`config.mk`:
```
export PLATFORM = sky130hd
export DESIGN_NAME = matrix_scan
export DESIGN_NICKNAME = d
export VERILOG_FILES = /design/src/logic/matrix_pkg.sv /design/src/logic/timeout.sv /design/src/logic/brightness_timeout.sv /design/src/logic/matrix_scan.sv
export SDC_FILE = /design/constraint.sdc
export NUM_CORES = 1
export LEC_CHECK = 0
export BUFFER_PORTS_ARGS = -buffer_cell sky130_fd_sc_hd__buf_2
export CORE_MARGIN = 2
export CORE_UTILIZATION = 40
export CTS_BUF_LIST = sky130_fd_sc_hd__clkbuf_16
export DETAILED_ROUTE_END_ITERATION = 8
export PLACE_DENSITY = 0.61
export SETUP_SLACK_MARGIN = 0.4
export SYNTH_ARGS = -nofsm -noshare
export SYNTH_HDL_FRONTEND = slang
export SYNTH_HIERARCHICAL = 1
export SYNTH_SLANG_ARGS = --single-unit
export TNS_END_PERCENT = 1
```
`constraint.sdc`:
```
create_clock -name clk_in -period 4.4 [get_ports clk_in]
set_input_delay 0.44 -clock clk_in [delete_from_list [all_inputs] [get_ports clk_in]]
set_output_delay 0.44 -clock clk_in [all_outputs]
set_load 0.02 [all_outputs]
```
`src/logic/matrix_pkg.sv`:
```
/* shared geometry, timing constants and types for the led matrix scan controller
   imported by wildcard in every module that needs a type or a constant */
package matrix_pkg;

    // panel geometry, 64 x 32 shifted out as two 16 row halves
    localparam int PIXEL_WIDTH = 64;
    localparam int SUBPANEL_ROWS = 16;

    // bits per colour channel, shown by binary-coded modulation
    localparam int COLOR_BITS = 4;

    // output enable cycles per unit of bit-plane weight
    localparam int OE_UNIT_CYCLES = 8;
    // the next shift-out may start this many cycles before the window closes
    localparam int BRIGHTNESS_STATE_TIMEOUT_OVERLAP = 4;

    // derived widths
    localparam int COL_ADDR_BITS = $clog2(PIXEL_WIDTH);
    localparam int ROW_SUB_BITS = $clog2(SUBPANEL_ROWS);
    // one extra bit so the load window can hold the full column count
    localparam int LOAD_COUNTER_WIDTH = COL_ADDR_BITS + 1;
    // wide enough for the heaviest plane times the unit
    localparam int OE_COUNTER_WIDTH = $clog2((1 << (COLOR_BITS - 1)) * OE_UNIT_CYCLES + 1);

    typedef logic [COL_ADDR_BITS-1:0] col_addr_t;
    typedef logic [ROW_SUB_BITS-1:0] row_subpanel_addr_t;
    // full row index, top bit picks the lower half
    typedef logic [ROW_SUB_BITS:0] row_addr_t;
    // one-hot, the set bit is the plane being shown
    typedef logic [COLOR_BITS-1:0] brightness_level_t;
    typedef logic [COLOR_BITS-1:0] channel_t;

    typedef struct packed {
        channel_t red;
        channel_t green;
        channel_t blue;
    } pixel_t;

    // one bit per channel as it goes to the panel pins
    typedef struct packed {
        logic red;
        logic green;
        logic blue;
    } panel_rgb_t;

    // scan starts on the most significant plane
    localparam brightness_level_t BRIGHTNESS_MASK_RESET =
        brightness_level_t'(1 << (COLOR_BITS - 1));

endpackage

```
`src/logic/timeout.sv`:
```
/* loadable down-counter, loads on start and counts to zero
   running stays high while the count is non-zero */
module timeout #(
    parameter int COUNTER_WIDTH = 8
) (
    input  logic                     clk_in,
    input  logic                     reset,
    input  logic                     start,
    input  logic [COUNTER_WIDTH-1:0] value,
    output logic [COUNTER_WIDTH-1:0] counter,
    output logic                     running
);

    always_ff @(posedge clk_in) begin
        if (reset) begin
            counter <= '0;
        end else if (start) begin
            // a new start always reloads, even mid count
            counter <= value;
        end else if (counter != '0) begin
            counter <= counter - 1'b1;
        end
    end

    // parks at zero until the next start
    assign running = (counter != '0);

endmodule

```
`src/logic/brightness_timeout.sv`:
```
/* output enable window for one bit-plane, started by the row latch
   also flags the tail of the window where the next shift-out may begin */
module brightness_timeout
    import matrix_pkg::*;
(
    input  logic              clk_in,
    input  logic              reset,
    input  logic              row_latch,
    input  brightness_level_t brightness_mask_active,
    output logic              output_enable,
    output logic              exceeded_overlap_time
);

    logic [OE_COUNTER_WIDTH-1:0] oe_counter;
    logic [OE_COUNTER_WIDTH-1:0] oe_window;

    // mask is one-hot so its value is already the plane weight
    assign oe_window = OE_COUNTER_WIDTH'(brightness_mask_active)
                     * OE_COUNTER_WIDTH'(OE_UNIT_CYCLES);

    always_ff @(posedge clk_in) begin
        if (reset) begin
            oe_counter <= '0;
        end else if (row_latch) begin
            // new line latched, show it for its plane weight
            oe_counter <= oe_window;
        end else if (oe_counter != '0) begin
            oe_counter <= oe_counter - 1'b1;
        end
    end

    // leds lit for the whole count, first cycle right after the latch
    assign output_enable = (oe_counter != '0);

    // last few cycles of the window
    // scan may start clocking the next line in here
    assign exceeded_overlap_time = output_enable
        && (oe_counter <= OE_COUNTER_WIDTH'(BRIGHTNESS_STATE_TIMEOUT_OVERLAP));

endmodule

```
`src/logic/matrix_scan.sv`:
```
/* scan sequencer for the panel: column read address, gated pixel clocks,
   row latch, row addresses and the bit-plane mask, one line per state advance */
module matrix_scan
    import matrix_pkg::*;
(
    input  logic               reset,
    input  logic               clk_in,
    // column being read from the buffer, 63 down to 0
    output col_addr_t          column_address,
    // row being shifted out now
    output row_subpanel_addr_t row_address,
    // row lit on the panel, follows row_address at each latch
    output row_subpanel_addr_t row_address_active,
    output logic               clk_pixel_load,
    output logic               clk_pixel,
    output logic               row_latch,
    output logic               output_enable,
    // plane currently picked out of each pixel
    output brightness_level_t  brightness_mask
);

    // state_advance history, bit 0 newest
    logic [1:0] state;
    logic state_advance;
    logic line_start;

    // high for the 64 cycles of one line
    logic clk_pixel_load_en;
    // load window delayed to cover the buffer and shifter registers
    logic [1:0] pixel_en_delay;

    // falling edge copies, so the gated clocks have no glitches
    logic clk_pixel_load_gate;
    logic clk_pixel_en;
    // bit 0 is the pixel clock enable, bit 1 its previous value
    logic [1:0] row_latch_state;

    logic exceeded_overlap_time;

    // rising edge of state_advance starts the line
    assign line_start = (state == 2'b01);

    // 64 load cycles per line
    timeout #(
        .COUNTER_WIDTH(LOAD_COUNTER_WIDTH)
    ) timeout_clk_pixel_load_en (
        .clk_in (clk_in),
        .reset  (reset),
        .start  (line_start),
        .value  (LOAD_COUNTER_WIDTH'(PIXEL_WIDTH)),
        .counter(),
        .running(clk_pixel_load_en)
    );

    // column address counts 63 down to 0 in step with the load window
    // then holds at 0 until the next line
    timeout #(
        .COUNTER_WIDTH(COL_ADDR_BITS)
    ) timeout_column_address (
        .clk_in (clk_in),
        .reset  (reset),
        .start  (line_start),
        .value  (col_addr_t'(PIXEL_WIDTH - 1)),
        .counter(column_address),
        .running()
    );

    always_ff @(posedge clk_in) begin
        if (reset) begin
            state <= 2'b00;
            pixel_en_delay <= 2'b00;
        end else begin
            state <= {state[0], state_advance};
            // two stages, one for the buffer read and one for the shifter
            pixel_en_delay <= {pixel_en_delay[0], clk_pixel_load_en};
        end
    end

    assign clk_pixel_en = row_latch_state[0];
    // latch one pulse after the pixel clock enable drops
    assign row_latch = (row_latch_state == 2'b10);

    // gated clocks, each rising edge sits on a rising edge of clk_in
    assign clk_pixel_load = clk_in && clk_pixel_load_gate;
    assign clk_pixel = clk_in && clk_pixel_en;

    // falling edge: clock enables, latch state, mask and row stepping
    always_ff @(negedge clk_in) begin
        if (reset) begin
            clk_pixel_load_gate <= 1'b0;
            row_latch_state <= 2'b00;
            brightness_mask <= BRIGHTNESS_MASK_RESET;
            row_address <= '0;
            row_address_active <= '0;
        end else begin
            clk_pixel_load_gate <= clk_pixel_load_en;
            row_latch_state <= {row_latch_state[0], pixel_en_delay[1]};
            if (row_latch) begin
                // the shifted line goes live on the panel
                row_address_active <= row_address;
                if (brightness_mask <= brightness_level_t'(1)) begin
                    // all planes of this row done, move to the next row
                    brightness_mask <= BRIGHTNESS_MASK_RESET;
                    row_address <= row_address + 1'b1;
                end else begin
                    brightness_mask <= brightness_mask >> 1;
                end
            end
        end
    end

    // the window loads on the rising edge that sees the latch
    // the mask steps half a cycle later, so here it is still the latched line's plane
    brightness_timeout brightness_timeout_inst (
        .clk_in                (clk_in),
        .reset                 (reset),
        .row_latch             (row_latch),
        .brightness_mask_active(brightness_mask),
        .output_enable         (output_enable),
        .exceeded_overlap_time (exceeded_overlap_time)
    );

    // next line may start once the leds are dark
    // or once the current window is in its tail
    assign state_advance = !output_enable || exceeded_overlap_time;

endmodule

```
### Word-level counts from Yosys, hierarchy flattened

Cells that the tools add are included.

* register bits after elaboration: 39
* bits in latches: 0
* RAM bits: 0
* ROM bits: 0
* bits of input ports: 2
* output and inout bits: 22
* logic and storage cells: 41
* memories kept: 0

* add/sub/neg operators: 4
* $mul: 0
* divide/modulo/power cells: 0
* order comparisons: 2
* equal/unequal tests: 2
* shift operators: 0
* mux-type cells: 7
* bitwise operators: 0
* reduce and logical (&&, ||, !) cells: 14

Operator list (number)
* $mux 7: 4
* $reduce_bool 7->1: 2
* $sub 7x1->7 const B: 2
* $mux 6: 2
* $le 7x3->1 const B: 1
* $reduce_bool 2->1: 3
* $reduce_bool 6->1: 1
* $sub 6x1->6 const B: 1
* $add 4x1->4 const B: 1
* $le 4x1->1 const B: 1
* $mux 4: 1
* $reduce_or 2->1: 2
* $logic_and 1x1->1: 3
* $eq 2x1->1 const B: 1
* $eq 2x2->1 const B: 1
* $reduce_and 2->1: 1
* $logic_not 1->1: 1
* $logic_or 1x1->1: 1

### Depth between registers and ports, before layout

* word-level depth: 3
* mapped depth: 6
* depth with buffers taken out: 6

### Hierarchy

Netlist, hierarchy kept.

By module, submodules not included
* matrix_scan: times used 1, cells an instance 77, area an instance 706.9 um^2, sequential area each 380.4 um^2
* timeout (timeout_clk_pixel_load_en): times used 1, cells an instance 54, area an instance 464.2 um^2, sequential area each 140.1 um^2
* timeout (timeout_column_address): times used 1, cells an instance 46, area an instance 384.1 um^2, sequential area each 120.1 um^2
* brightness_timeout: times used 1, cells an instance 43, area an instance 377.9 um^2, sequential area each 140.1 um^2

==> impl_metrics.tcl <==
set metrics [dict create \
    setup_viol_count_final 0 \
    hold_path_class "register to register" \
    finalSetupTns_ns 0 \
    synth.distinct_cells 47 \
    fp.coreArea_um2 4690 \
    switchingPower_uw 720 \
    io_pins 24 \
    dp_hpwl_um 2440 \
    maxCapViolations 0 \
    synth_ff_type "dfxtp_1" \
    crit_start "row_latch_state[0]$_SDFF_NP0_" \
    drtIter0Drc 90 \
    endpoint_kind "primary output" \
    postSynthCellCount 220 \
    ys_ff_latch 39 \
    p_leak_nw 1.07 \
    routed_wl_um 3700 \
    cp.required_ns 3.96 \
    rsz0062_at_grt "no" \
    cts_tree "yes" \
    p_int_mw 1.21 \
    p_comb_share_pct 39.9 \
    slew_headroom_pct 29.2 \
    final_antenna_net_count 0 \
    via_per_inst 4.92 \
    avgSynthCellArea_um2 8.79 \
    yosysSeqAreaShare_pct 40.4 \
    first_global_vias 1425 \
    cts.clk_slew.worst_paths_ns 0.06 \
    synth_commonest_cells "39 x dfxtp_1, 31 x nand2_1, 16 x a21oi_1" \
    drtPass1Iterations 4 \
    ir_drop_mv 0.424 \
    ctsHoldBuffers 0 \
    dr_total_vias 1634 \
    crit_type "register to primary output" \
    clk_latency_ns 0.48 \
    synth.most_common_cell "dfxtp_1" \
    nFillCells 434 \
    finClkSkew_ns 0.0904 \
    routedWlPerCell_um 11.1 \
    grt_pass1_wl_um 6200 \
    crit_fanout 9 \
    nNetsFinal 285 \
    seq_power_share_pct 28.5 \
    area_growth_pct 27.6 \
    die-area_um2 5410 \
    slew_violations 0 \
    fp.dieH_um 73.5 \
    critPathLaunchType "register" \
    num_rows 25 \
    synth_top_area_share_pct 40.4 \
    gp_congestion 0.762 \
    yosys_warnings 6 \
    synthArstFlopShare_pct 0 \
    layout_setup_ws_ns 0.498 \
    slowest_stage "dfxtp_1" \
    p_clk_share_pct 31.6 \
    synth_area_leaders "dfxtp_1 40%, nand2_1 6.0%, a21oi_1 4.1%, xnor2_1 4.1%, ha_1 3.9%" \
    cp_cell_sequence "nand2b_1 -> clkinv_4 -> buf_2" \
    syn_area_um2 1930 \
    r2r-start "row_latch_state[0]$_SDFF_NP0_" \
    gr-total-overflow 0 \
    worst_pin_slew_ns 1.06 \
    grt_use_total_pct 15.1 \
    place_ws_ns 0.761 \
    yosys.area.top_type "dfxtp_1" \
    die_x_um 73.5 \
    antenna_found_initial 0 \
    hp-start "pixel_en_delay[0]$_SDFF_PP0_" \
    drc 0 \
    status "complete, no violations" \
    p_sw_share_pct 37.3 \
    synth_edf_count 0 \
    grt_max_degree 30 \
    critPathMaxStageDelay_ns 0.31 \
    power_density_nw_per_um2 782 \
    critPathArrivalTime_ns 3.46 \
    diodes 0 \
    io_buffers 23 \
    finalHoldViolCount 0 \
    start_util_pct 41.2 \
    drive_above_1_share_pct 23.7 \
]
## per-layer routing
| metal | wire length (um) | share of wire, % | GRT usage [%] | vias to the layer above |
|---|---|---|---|---|
| li1 | - | - | - | 861 |
| met5 | 0 | 0 | 0 | - |
| met2 | 1640 | 44 | 21.3 | 27 |
| met1 | 1850 | 50 | 19.1 | 740 |
| met3 | 123 | 3.3 | 6.31 | 6 |
| met4 | 87 | 2.4 | 8.48 | 0 |
## worst max-delay path: cells and delay by family (launching register included)
family / cells / cell delay [ns]
buffers and inverters: 2 / 0.28
flip-flops: 1 / 0.31
AND/OR/NAND/NOR: 1 / 0.18
## cell usage in the layout, fill, tap and decap left out, drive strengths merged
| cell type | n |
|---|---|
| mux2 | 2 |
| a21oi | 16 |
| a2111oi | 1 |
| o21ai | 7 |
| nor4 | 3 |
| mux2i | 2 |
| buf | 29 |
| ha | 6 |
| a221oi | 2 |
| nand4b | 1 |
| xor2 | 1 |
| a211o | 3 |
| nor2 | 11 |
| xnor2 | 9 |
| conb | 13 |
| o22ai | 5 |
| o31a | 1 |
| nor3b | 4 |
| a31oi | 1 |
| clkinv | 4 |
| a21o | 1 |
| o31ai | 2 |
| a311o | 1 |
| and2 | 2 |
| nor3 | 9 |
| inv | 30 |
| clkbuf | 9 |
| nand2 | 31 |
| nand3 | 1 |
| o221ai | 4 |
| or4 | 3 |
| dfxtp | 39 |
| nor2b | 10 |
| nand2b | 5 |
| or3 | 9 |
| nor4b | 1 |
## logic make-up (layout without fill, tap and decap cells)
kind of cell	Yosys count	after routing	synth area share [%]
buf+inv	25	72	5.50
compound gates	44	44	17.3
flops	39	39	40.4
other cells	2	13	0.388
simple gates	90	90	25.8
xor+xnor	10	10	4.53
mux	4	4	2.20
fa+ha+maj	6	6	3.88
## final timing paths
| check | slack (ns) | endpoint | depth (start not counted) |
|---|---|---|---|
| setup / recovery | 0.50 | row_latch | 3 |
| hold reg to reg | 0.45 | pixel_en_delay[1]$_SDFF_PP0_ | 1 |
| hold / removal | 0.45 | pixel_en_delay[1]$_SDFF_PP0_ | 1 |
| setup reg to reg | 0.68 | brightness_timeout_inst/oe_counter[3]$_SDFFE_PP0P_ | 5 |
## power by group through the flow
stage,clock network [mW],logic [mW],registers [mW]
2_1_floorplan,0.0369,0.613,0.563
3_3_place_gp,0.0426,0.760,0.555
3_5_place_dp,0.0426,0.764,0.556
4_1_cts,0.621,0.771,0.550
5_1_grt,0.657,0.859,0.564
6_report,0.609,0.770,0.550
## layout make-up
type	count	area, um^2	share of cell area, %
clock inverters	18	78.8	3.19
repair buffers	27	150	6.09
well taps	54	67.6	2.74
inverters	16	65.1	2.64
clock buffers	11	235	9.53
flip-flops and latches	39	781	31.6
multi-input cells	167	1090	44.2
## sequential cells by signal (all words and copies together), names as in the netlist
signal / count
brightness_timeout_inst/oe_counter: 7
row_address: 4
brightness_mask: 4
clk_pixel_load_gate: 1
row_latch_state: 2
state: 2
timeout_clk_pixel_load_en/counter: 7
row_address_active: 4
timeout_column_address/counter: 6
pixel_en_delay: 2
## timing repair
action,CTS,global route
pin swaps,0,0
buffers inserted,0,4
gates resized for setup,1,0
setup endpoints to repair,1,1
## stage by stage
step / instances / hold WS, ns / power, mW / cell area [um^2] / utilization (%)
after CTS: 328 / 0.453 / 1.94 / 2440 / 51.9
after global placement: 302 / 0.425 / 1.36 / 2130 / 45.5
final: 332 / 0.446 / 1.93 / 2470 / 52.6
after global routing: 332 / 0.469 / 2.08 / 2470 / 52.6
after detailed placement: 302 / 0.435 / 1.36 / 2130 / 45.5
after floorplan: 231 / 0.414 / 1.21 / 1980 / -
Note: power is estimated with default switching activity, not from simulation.
