$ cat config.mk
export PLATFORM = sky130hd
export DESIGN_NAME = pixel_shifter
export DESIGN_NICKNAME = d
export VERILOG_FILES = /design/src/logic/matrix_pkg.sv /design/src/logic/pixel_shifter.sv
export SDC_FILE = /design/constraint.sdc
export NUM_CORES = 1
export LEC_CHECK = 0
export BUFFER_PORTS_ARGS = -buffer_cell sky130_fd_sc_hd__buf_2
export CAP_MARGIN = 10
export CORE_AREA = 2 2 39 41
export DETAILED_ROUTE_END_ITERATION = 16
export DIE_AREA = 0 0 41 43
export GPL_ROUTABILITY_DRIVEN = 0
export SLEW_MARGIN = 20
export SYNTH_ARGS = -nofsm -noshare
export SYNTH_HDL_FRONTEND = slang
export SYNTH_SLANG_ARGS = --single-unit
export TNS_END_PERCENT = 1
$ cat constraint.sdc
create_clock -name clk_in -period 0.8 [get_ports clk_in]
set_input_delay 0.24 -clock clk_in [delete_from_list [all_inputs] [get_ports clk_in]]
set_output_delay 0.24 -clock clk_in [all_outputs]
set_load 0.005 [all_outputs]
$ cat src/logic/matrix_pkg.sv
/* shared geometry, timing constants and types for the led matrix scan controller
   imported by wildcard in every module that needs a type or a constant */
package matrix_pkg;

    // panel geometry, 64 x 32 shifted out as two 16 row halves
    localparam int PIXEL_WIDTH = 64;
    localparam int SUBPANEL_ROWS = 16;

    // bits per colour channel, shown by binary-coded modulation
    localparam int COLOR_BITS = 4;

    // output enable cycles per unit of bit-plane weight
    localparam int OE_UNIT_CYCLES = 8;
    // the next shift-out may start this many cycles before the window closes
    localparam int BRIGHTNESS_STATE_TIMEOUT_OVERLAP = 4;

    // derived widths
    localparam int COL_ADDR_BITS = $clog2(PIXEL_WIDTH);
    localparam int ROW_SUB_BITS = $clog2(SUBPANEL_ROWS);
    // one extra bit so the load window can hold the full column count
    localparam int LOAD_COUNTER_WIDTH = COL_ADDR_BITS + 1;
    // wide enough for the heaviest plane times the unit
    localparam int OE_COUNTER_WIDTH = $clog2((1 << (COLOR_BITS - 1)) * OE_UNIT_CYCLES + 1);

    typedef logic [COL_ADDR_BITS-1:0] col_addr_t;
    typedef logic [ROW_SUB_BITS-1:0] row_subpanel_addr_t;
    // full row index, top bit picks the lower half
    typedef logic [ROW_SUB_BITS:0] row_addr_t;
    // one-hot, the set bit is the plane being shown
    typedef logic [COLOR_BITS-1:0] brightness_level_t;
    typedef logic [COLOR_BITS-1:0] channel_t;

    typedef struct packed {
        channel_t red;
        channel_t green;
        channel_t blue;
    } pixel_t;

    // one bit per channel as it goes to the panel pins
    typedef struct packed {
        logic red;
        logic green;
        logic blue;
    } panel_rgb_t;

    // scan starts on the most significant plane
    localparam brightness_level_t BRIGHTNESS_MASK_RESET =
        brightness_level_t'(1 << (COLOR_BITS - 1));

endpackage

$ cat src/logic/pixel_shifter.sv
/* picks the current bit-plane out of the top and bottom pixels
   and registers one bit per channel for the panel colour lines */
module pixel_shifter
    import matrix_pkg::*;
(
    input  logic              clk_in,
    input  logic              reset,
    input  pixel_t            pixel_top,
    input  pixel_t            pixel_bottom,
    input  brightness_level_t brightness_mask,
    output panel_rgb_t        rgb_top,
    output panel_rgb_t        rgb_bottom
);

    panel_rgb_t plane_top;
    panel_rgb_t plane_bottom;

    // a channel is on when its value has the masked bit set
    function automatic panel_rgb_t select_plane(
        input pixel_t            pixel,
        input brightness_level_t mask
    );
        panel_rgb_t bits;
        bits.red = |(pixel.red & mask);
        bits.green = |(pixel.green & mask);
        bits.blue = |(pixel.blue & mask);
        return bits;
    endfunction

    assign plane_top = select_plane(pixel_top, brightness_mask);
    assign plane_bottom = select_plane(pixel_bottom, brightness_mask);

    // one cycle behind the buffer read
    // stable by the next pixel clock edge
    always_ff @(posedge clk_in) begin
        if (reset) begin
            rgb_top <= '0;
            rgb_bottom <= '0;
        end else begin
            rgb_top <= plane_top;
            rgb_bottom <= plane_bottom;
        end
    end

endmodule

; ---- Word-level counts from Yosys, hierarchy flattened
; Cells that the tools add are included.
[totals]
reg_bits = 6
input_bits = 30
word_cells = 18
output_inout_bits = 6
[op_classes]
bitwise_logic = 6
reduce_logical = 6
[ops]
columns = cell, count
row1 = $and 4x4->4, 6
row2 = $reduce_or 4->1, 6

; ---- Longest topological paths before layout
; Gate-level depths: netlist of run 1.
[logic_depth]
ltp_word = 2
ltp_mapped = 2

; ---- Worst setup path before layout of run 1
; Ideal clock, no wire load.
[synth_path]
path_kind = input to register
from = input port pixel_bottom[2] in the netlist's numbering
to = register rgb_bottom[0] in the netlist's numbering
cell_stages = 2
slack_ns = 0.211
arrival_time_ns = 0.467
path_buffers = 0
setup_ns = 0.123
cell_sequence = a22oi_1 > a21oi_1
[synth_via]
elab_chain_len = 2
[synth_lines]
columns = item, line_no
row1 = "start, declared", pixel_shifter.sv:9  ; input pixel_t pixel_bottom,
row2 = $and 4x4->4, pixel_shifter.sv:26  ; bits.blue = |(pixel.blue & mask);
row3 = $reduce_or 4->1, pixel_shifter.sv:26
row4 = "end signal, assigned", pixel_shifter.sv:41  ; rgb_bottom <= plane_bottom;
row5 = "end, declared", pixel_shifter.sv:12  ; output panel_rgb_t rgb_bottom
; Every way passes these cells.
; A chain may end at the register's enable or synchronous reset.

; ---- Worst setup path in the final report of run 1
[layout_path]
from = register rgb_top[2] in the netlist's numbering
to = output port rgb_top[2] in the netlist's numbering
[layout_lines]
columns = item, line_no
row1 = "start, declared", pixel_shifter.sv:11  ; output panel_rgb_t rgb_top,
row2 = "start signal, assigned", pixel_shifter.sv:40  ; rgb_top <= plane_top;
; No word-level cell between the ends.

==> flow_summary.yaml, run 1 <==
flow_run:
  max_cap_violations: 0
synth:
  synth_edf_count: 0
  synth_top_family_by_area: "compound AO/OA/AOI/OAI gates"
  muxShareOfSynthArea_pct: 0
  synth_most_common_cell: "a22oi_1"
  synth_simple_gate_area_share_pct: 0
  avgSynthCellArea_um2: 10.0
  async_reset_ff_share_pct: 0
  yosys_register_bits: 6
  synthesis.nets: 54
  synth_xor_area_share_pct: 0
  ys_seq_area_share_pct: 50.0
  synthesis.instances: 24
  ys_warn_count: 0
  synth_area_leaders: "dfxtp_1 50%, a22oi_1 38%, a21oi_1 13%"
  synthFlopType: "dfxtp_1"
  synth_cell_types: 3
  netlist_area_um2: 240
  yosys.area.top_type_share_pct: 50.0
  synth_top_area_cell: "dfxtp_1"
  synthAdderAreaFrac_pct: 0
  synth_common_cells: "12 x a22oi_1, 6 x a21oi_1, 6 x dfxtp_1"
  synth_compound_area_share_pct: 50.0
worst_setup_path:
  crit_fanout: 1
  startpoint_type: "register"
  slowest_stage: "dfxtp_2"
  endpoint_kind: "primary output"
  critical_path_class: "register to primary output"
  worstPathRequired_ns: 0.56
  critPathArrivalTime_ns: 0.64
  cpPeakStageDelay_ns: 0.31
  worstPathCellList: "buf_6"
  worst-path-buf-inv: 1
  crit_family: "flip-flops"
timing:
  rsz0062_at_grt: "true"
  holdWs_ns: 0.229
  tightest_slew_ns: 0.176
  fin_crit_sh_pct: 110
  max_freq_mhz: 1130
  final_hold_viol_count: 0
  relSlewSlack_pct: 88.3
  finalSetupViolCount: 6
  fin_ws_ns: -0.0839
  finalCriticalPeriod_ns: 0.884
  slew_viol_final: 0
min_path:
  hold_start: "reset"
  worstHoldPathCells: 2
  whs_endpoint: "rgb_bottom[0]"
  hold_path_class: "input pin to register"
clock_network:
  root_buffer: "clkbuf_4"
  htreeDepth: 1
  clk_pin_slew_ns: 0.04
  cts_sinks: 6
  postCtsSetupRepairBufs: 0
  cts_tree: "built"
  cts.path.max_buffers: 2
  cts_buffers: 3
global_routing:
  grt_pass1_vias: 320
  antenna_found_initial: 0
  grt_pass1_wl_mm: 1.19
  grt_overflow: 0
  grt_use_total_pct: 10.4
  grt_max_degree: 7
status:
  failed_checks: "setup timing"
  status: "finished with violations"
placement:
  place_area_um2: 435
  place_ws_ns: 0.0211
  port_buffers: 35
  dp.cells: 75
detailed_routing:
  ant_nets: 0
  avgViaCountPerCell: 4.32
  vias: 337
  wire_per_inst_um: 9.73
  drc: 0
  drtIter0Drc: 8
  dr.pass1.iters: 3
  drt_wl_total_um: 759
floorplan:
  fp.dieW_um: 41
  start_util_pct: 17.4
  core-area_um2: 1380
  die_h_um: 43
  ios: 36
  rows: 14
  die-area_um2: 1760
finish:
  fillers: 140
  num-nets-final: 94
  stdcell_area_um2: 473
  seqCellArea_um2: 123
  post-route-util_pct: 34.2
  multi_input_area_um2: 120
  instances_no_fill: 78
  drive_gt1_share_pct: 64.5
  area_delta_synth_final_pct: 96.9
  antenna_cells: 0
power:
  ir_drop_mv: 0.640
  power.density_nw_per_um2: 1610
  p_leak_nw: 0.249
[final cells by class]
type	count	share of cell area (%)
Timing Repair Buffer	35	39.7
Sequential cell	6	25.9
Multi-Input combinational cell	18	25.4
Clock buffer	3	4.76
Tap cell	16	4.23
[placed cells by master (no fill, tap or decap), drive strengths merged]
cell / Yosys / final
buf: 0 / 35
dfxtp: 6 / 6
clkbuf: 0 / 3
a22oi: 12 / 12
a21oi: 6 / 6
[sequential cells by signal, summed over array words and instances, names as in the netlist]
name and count:
rgb_bottom 3, rgb_top 3
[per-layer routing]
metal	up-vias	routed length [um]	global-route usage (%)
li1	178	-	-
met2	24	359	13.4
met5	-	0	0
met4	0	0	8.00
met1	135	296	13.8
met3	0	103	3.14
[repair_timing]
action,4_1_cts,5_1_grt
gates resized for setup,0,4
setup endpoints to repair,6,6
hold buffers,0,0
[cells by family (layout without fill, tap and decap cells)]
logic type | Yosys count | count (layout)
DFF | 6 | 6
AOI/OAI and AO/OA | 18 | 18
buffers and inverters | 0 | 38
[where the power goes]
| part | internal, mW | switching [mW] | total [mW] |
|---|---|---|---|
| registers | 0.327 | 0.00653 | 0.333 |
| clock network | 0.168 | 0.0906 | 0.259 |
| logic | 0.103 | 0.0649 | 0.167 |
[metrics by stage]
step | power, mW | TNS [ns]
finish | 0.759 | -0.457
global route | 0.813 | -0.618
CTS | 0.760 | -0.507
detailed placement | 0.496 | 0
global placement | 0.493 | 0
floorplan | 0.382 | 0
[how the worst max path moves through the flow]
stage               cells past startpoint  slack (ns)               start             to
detailed placement                      3        0.02  brightness_mask[0]     rgb_top[2]
finish                                  1       -0.08          rgb_top[2]     rgb_top[2]
floorplan                               2        0.21     pixel_bottom[2]  rgb_bottom[0]
global placement                        3        0.03  brightness_mask[0]     rgb_top[2]
CTS                                     1       -0.09          rgb_top[2]     rgb_top[2]
global route                            1       -0.11          rgb_top[2]     rgb_top[2]
Note: power is estimated with default switching activity, not from simulation.
==> inputs of run 2 (changes only) <==
--- a/config.mk
+++ b/config.mk
@@ -7,2 +7,3 @@
 export LEC_CHECK = 0
+export ABC_AREA = 1
 export BUFFER_PORTS_ARGS = -buffer_cell sky130_fd_sc_hd__buf_2
--- a/constraint.sdc
+++ b/constraint.sdc
@@ -3,2 +3,2 @@
 set_output_delay 0.24 -clock clk_in [all_outputs]
-set_load 0.005 [all_outputs]
+set_load 0.02 [all_outputs]
==> run 2 against run 1 <==
Flip-flop and latch count unchanged. Critical path depth unchanged. Sequential power increased by 2%. Global-route usage increased by 1.6 points. Worst hold slack improved by 0.00096 ns. Combinational power increased by 42%. Critical endpoint is now rgb_bottom[0]. Die area unchanged. The flow still finishes with violations (setup timing). Highest routed layer unchanged. Synthesized area increased by 25%.
==> flow_summary.yaml, run 2 <==
status:
  status: "finished with violations"
  failed_checks: "setup timing"
synth:
  synth_common_cells: "36 x nand2_1, 12 x nor2_1, 6 x dfxtp_1"
  synth_simple_gate_area_share_pct: 60.0
  synthesis.instances: 54
  synth_area_leaders: "nand2_1 45%, dfxtp_1 40%, nor2_1 15%"
  synth_most_common_cell: "nand2_1"
  yosys.area.top_type_share_pct: 45.0
  yosys_register_bits: 6
  synthAdderAreaFrac_pct: 0
  async_reset_ff_share_pct: 0
  netlist_area_um2: 300
  synth_top_family_by_area: "simple AND/OR/NAND/NOR gates"
  avgSynthCellArea_um2: 5.56
  ys_warn_count: 0
  synth_top_area_cell: "nand2_1"
  muxShareOfSynthArea_pct: 0
  synthFlopType: "dfxtp_1"
  synth_cell_types: 3
  ys_seq_area_share_pct: 40.0
  synthesis.nets: 84
  synth_compound_area_share_pct: 0
  synth_edf_count: 0
  synth_xor_area_share_pct: 0
timing:
  finalSetupViolCount: 6
  final_hold_viol_count: 0
  tightest_slew_ns: 0.107
  fin_ws_ns: -0.109
  slew_viol_final: 0
  rsz0062_at_grt: "true"
  fin_crit_sh_pct: 114
  holdWs_ns: 0.230
  finalCriticalPeriod_ns: 0.909
  relSlewSlack_pct: 92.9
  tns_ns: -0.631
  max_freq_mhz: 1100
worst_setup_path:
  worstPathCellList: "buf_6"
  startpoint_type: "register"
  slowest_stage: "dfxtp_2"
  cpPeakStageDelay_ns: 0.31
  crit_family: "flip-flops"
  crit_fanout: 1
  worst-path-buf-inv: 1
  endpoint_kind: "primary output"
  critPathArrivalTime_ns: 0.67
  worstPathRequired_ns: 0.56
  critical_path_class: "register to primary output"
finish:
  area_delta_synth_final_pct: 87.5
  most-common-layout-cells: "36 x nand2_1, 29 x buf_2, 12 x nor2_1"
  num-nets-final: 124
  drive_gt1_share_pct: 47.8
  reg_top3: "rgb_bottom (3), rgb_top (3)"
  final_common_cell: "nand2_1"
  antenna_cells: 0
clock_network:
  cts_sinks: 6
  root_buffer: "clkbuf_4"
  htreeDepth: 1
  postCtsSetupRepairBufs: 0
  cts_tree: "built"
  clk_pin_slew_ns: 0.04
  cts.path.max_buffers: 2
  cts_buffers: 3
floorplan:
  rows: 14
  die-area_um2: 1760
  fp.dieW_um: 41
  core-area_um2: 1380
  ios: 36
  die_h_um: 43
  start_util_pct: 21.7
detailed_routing:
  drtIter0Drc: 9
  dr.pass1.iters: 5
  drc: 0
  vias: 428
  drt_wl_total_um: 844
  ant_nets: 0
  wire_per_inst_um: 7.81
  avgViaCountPerCell: 3.96
global_routing:
  grt_pass1_wl_mm: 1.45
  grt_use_total_pct: 12.0
  antenna_found_initial: 0
  grt_pass1_vias: 380
  grt_max_degree: 7
  grt_overflow: 0
power:
  p_leak_nw: 0.344
  ir_drop_mv: 0.346
  power.density_nw_per_um2: 1500
min_path:
  hold_path_class: "input pin to register"
placement:
  port_buffers: 35
flow_run:
  max_cap_violations: 0
==> run 2: changes by cell type in the layout (fill, tap and decap cells not counted) <==
cell,delta
nand2_1,+36
dfxtp_1,-4
nor2_1,+12
buf_6,+4
buf_2,-4
a22oi_1,-12
a21oi_1,-6
dfxtp_2,+4
==> run 2: kinds of logic (layout without fill, tap and decap cells) <==
logic type / Yosys count / after routing
buffers and inverters: 0 / 38
flip-flops: 6 / 6
AND/OR/NAND/NOR: 48 / 48
==> run 2: where the power goes <==
part           leakage [nW]  switching [mW]  internal [mW]
logic                 0.279           0.112          0.126
clock network        0.0138           0.101          0.169
registers            0.0514          0.0100          0.330
total                 0.344           0.223          0.625
==> run 2: worst paths after layout <==
path	startpoint	to	cells after the start
hold / removal	reset	rgb_top[1]	2
setup / recovery	rgb_bottom[0]	rgb_bottom[0]	1
==> run 2: timing repair <==
action / in CTS / in global routing
resized for setup: 17 / 1
endpoints found under the setup margin: 6 / 6
hold buffers: 0 / 0
==> run 2: area by class of cell <==
| class | instances | area (um2) |
|---|---|---|
| Fill cell | 153 | 821 |
| Timing Repair Buffer | 35 | 213 |
| Multi-Input combinational cell | 48 | 180 |
| Sequential cell | 6 | 128 |
| Clock buffer | 3 | 22.5 |
| Tap cell | 16 | 20.0 |
==> run 2: metrics by stage <==
step	utilization [%]	instance area, um2	instances	power, mW	setup WS (ns)
6_report	40.7	563	108	0.847	-0.109
5_1_grt	40.7	563	108	0.921	-0.140
4_1_cts	40.6	562	108	0.859	-0.118
3_5_place_dp	35.8	495	105	0.547	0.0511
3_3_place_gp	35.8	495	105	0.544	0.0586
2_1_floorplan	-	300	54	0.431	0.165
==> run 2: layer usage <==
metal | up-vias | track usage (%) | wire [um]
li1 | 238 | - | -
met4 | 0 | 8.00 | 0
met3 | 0 | 3.14 | 93
met2 | 23 | 17.2 | 397
met1 | 167 | 15.0 | 353
met5 | - | 0 | 0
==> inputs of run 3 (changes only) <==
- RECOVER_POWER: default -> 50
==> run 3 against run 2 <==
The flow still finishes with violations (setup timing). Via count unchanged. Die area unchanged. Sequential share of layout area increased by 0.050 points. Worst hold slack unchanged. Global-route usage unchanged. Total power about the same. Routed wire length unchanged. Final cell count unchanged. Sequential power about the same. Non-clock buffer count unchanged. Utilization decreased by 0.090 points. Design area decreased by 0.22%. Critical endpoint unchanged. Highest routed layer unchanged.
==> flow_summary.yaml, run 3 (synthesis gave the netlist of run 2 again) <==
status:
  status: "finished with violations"
  failed_checks: "setup timing"
finish:
  drive_gt1_share_pct: 46.7
  final_common_cell: "nand2_1"
  seqCellArea_um2: 128
  instances_no_fill: 108
  most-common-layout-cells: "36 x nand2_1, 28 x buf_2, 12 x nor2_1"
  post-route-util_pct: 40.6
  reg_top3: "rgb_bottom (3), rgb_top (3)"
  stdcell_area_um2: 562
  num-nets-final: 124
  area_delta_synth_final_pct: 87.1
  fillers: 154
  multi_input_area_um2: 180
  antenna_cells: 0
clock_network:
  cts_tree: "built"
  root_buffer: "clkbuf_4"
  clk_pin_slew_ns: 0.04
  htreeDepth: 1
  cts_sinks: 6
  cts_hold_buf: 0
  cts_buffers: 3
  cts.path.max_buffers: 2
timing:
  rsz0062_at_grt: "true"
  slew_viol_final: 0
  finalCriticalPeriod_ns: 0.909
  tightest_slew_ns: 0.234
  finalSetupViolCount: 6
  fin_ws_ns: -0.109
  relSlewSlack_pct: 84.4
  fin_crit_sh_pct: 114
  max_freq_mhz: 1100
  final_hold_viol_count: 0
placement:
  dp.cells: 105
  place_ws_ns: 0.0511
  place_area_um2: 495
  port_buffers: 35
worst_setup_path:
  crit_fanout: 1
  endpoint_kind: "primary output"
  worstPathCellList: "buf_6"
  worst-path-buf-inv: 1
  critical_path_class: "register to primary output"
  crit_family: "flip-flops"
  startpoint_type: "register"
  critPathArrivalTime_ns: 0.67
  slowest_stage: "dfxtp_2"
  worstPathRequired_ns: 0.56
  cpPeakStageDelay_ns: 0.31
detailed_routing:
  drc: 0
  drt_wl_total_um: 844
  dr.pass1.iters: 5
  vias: 428
  ant_nets: 0
  wire_per_inst_um: 7.81
  avgViaCountPerCell: 3.96
  drtIter0Drc: 9
floorplan:
  core-area_um2: 1380
  start_util_pct: 21.7
  fp.dieW_um: 41
  die-area_um2: 1760
  die_h_um: 43
  rows: 14
  ios: 36
power:
  p_leak_nw: 0.342
  power.density_nw_per_um2: 1510
  ir_drop_mv: 0.346
global_routing:
  grt_max_degree: 7
  grt_pass1_vias: 380
  grt_overflow: 0
  grt_use_total_pct: 12.0
  grt_pass1_wl_mm: 1.45
  antenna_found_initial: 0
min_path:
  whs_endpoint: "rgb_top[1]"
  hold_path_class: "input pin to register"
  worstHoldPathCells: 2
  hold_start: "reset"
flow_run:
  max_cap_violations: 0
==> run 3: cell types whose count changed in the layout (fill, tap and decap cells not counted) <==
cell,before,now
buf_2,29,28
clkbuf_1,0,1
==> run 3: cell type report <==
class,instances,area share [%]
Tap cell,16,3.56
Clock buffer,3,4.01
Timing Repair Buffer,35,37.6
Multi-Input combinational cell,48,32.1
Sequential cell,6,22.7
==> run 3: worst max-delay path by stage <==
stage | start | endpoint | slack [ns] | depth (start not counted)
6_report | rgb_bottom[0] | rgb_bottom[0] | -0.11 | 1
5_1_grt | rgb_top[2] | rgb_top[2] | -0.14 | 1
4_1_cts | rgb_bottom[0] | rgb_bottom[0] | -0.12 | 1
3_5_place_dp | brightness_mask[2] | rgb_top[2] | 0.05 | 5
3_3_place_gp | brightness_mask[2] | rgb_bottom[2] | 0.06 | 5
2_1_floorplan | rgb_bottom[0] | rgb_bottom[0] | 0.16 | 0
==> run 3: metrics by stage <==
| step | hold WS [ns] | power [mW] | setup TNS (ns) |
|---|---|---|---|
| 6_report | 0.230 | 0.846 | -0.631 |
| 2_1_floorplan | 0.312 | 0.431 | 0 |
| 5_1_grt | 0.230 | 0.920 | -0.804 |
| 3_3_place_gp | 0.486 | 0.544 | 0 |
| 3_5_place_dp | 0.488 | 0.547 | 0 |
| 4_1_cts | 0.225 | 0.859 | -0.681 |
==> run 3: per-layer routing <==
| metal | part of all wire [%] | global-route usage [%] |
|---|---|---|
| met5 | 0 | 0 |
| met4 | 0 | 8.00 |
| met3 | 11 | 3.14 |
| met2 | 47 | 17.2 |
| met1 | 42 | 15.0 |
==> run 3: timing repair <==
action,CTS,global route
gates resized for setup,17,1
setup endpoints to repair,6,6
setup buffers,0,0
==> run 3: report_power, final <==
part / switching (mW) / internal, mW
combinational: 0.112 / 0.125
sequential: 0.0100 / 0.330
clock: 0.101 / 0.169
total: 0.223 / 0.624
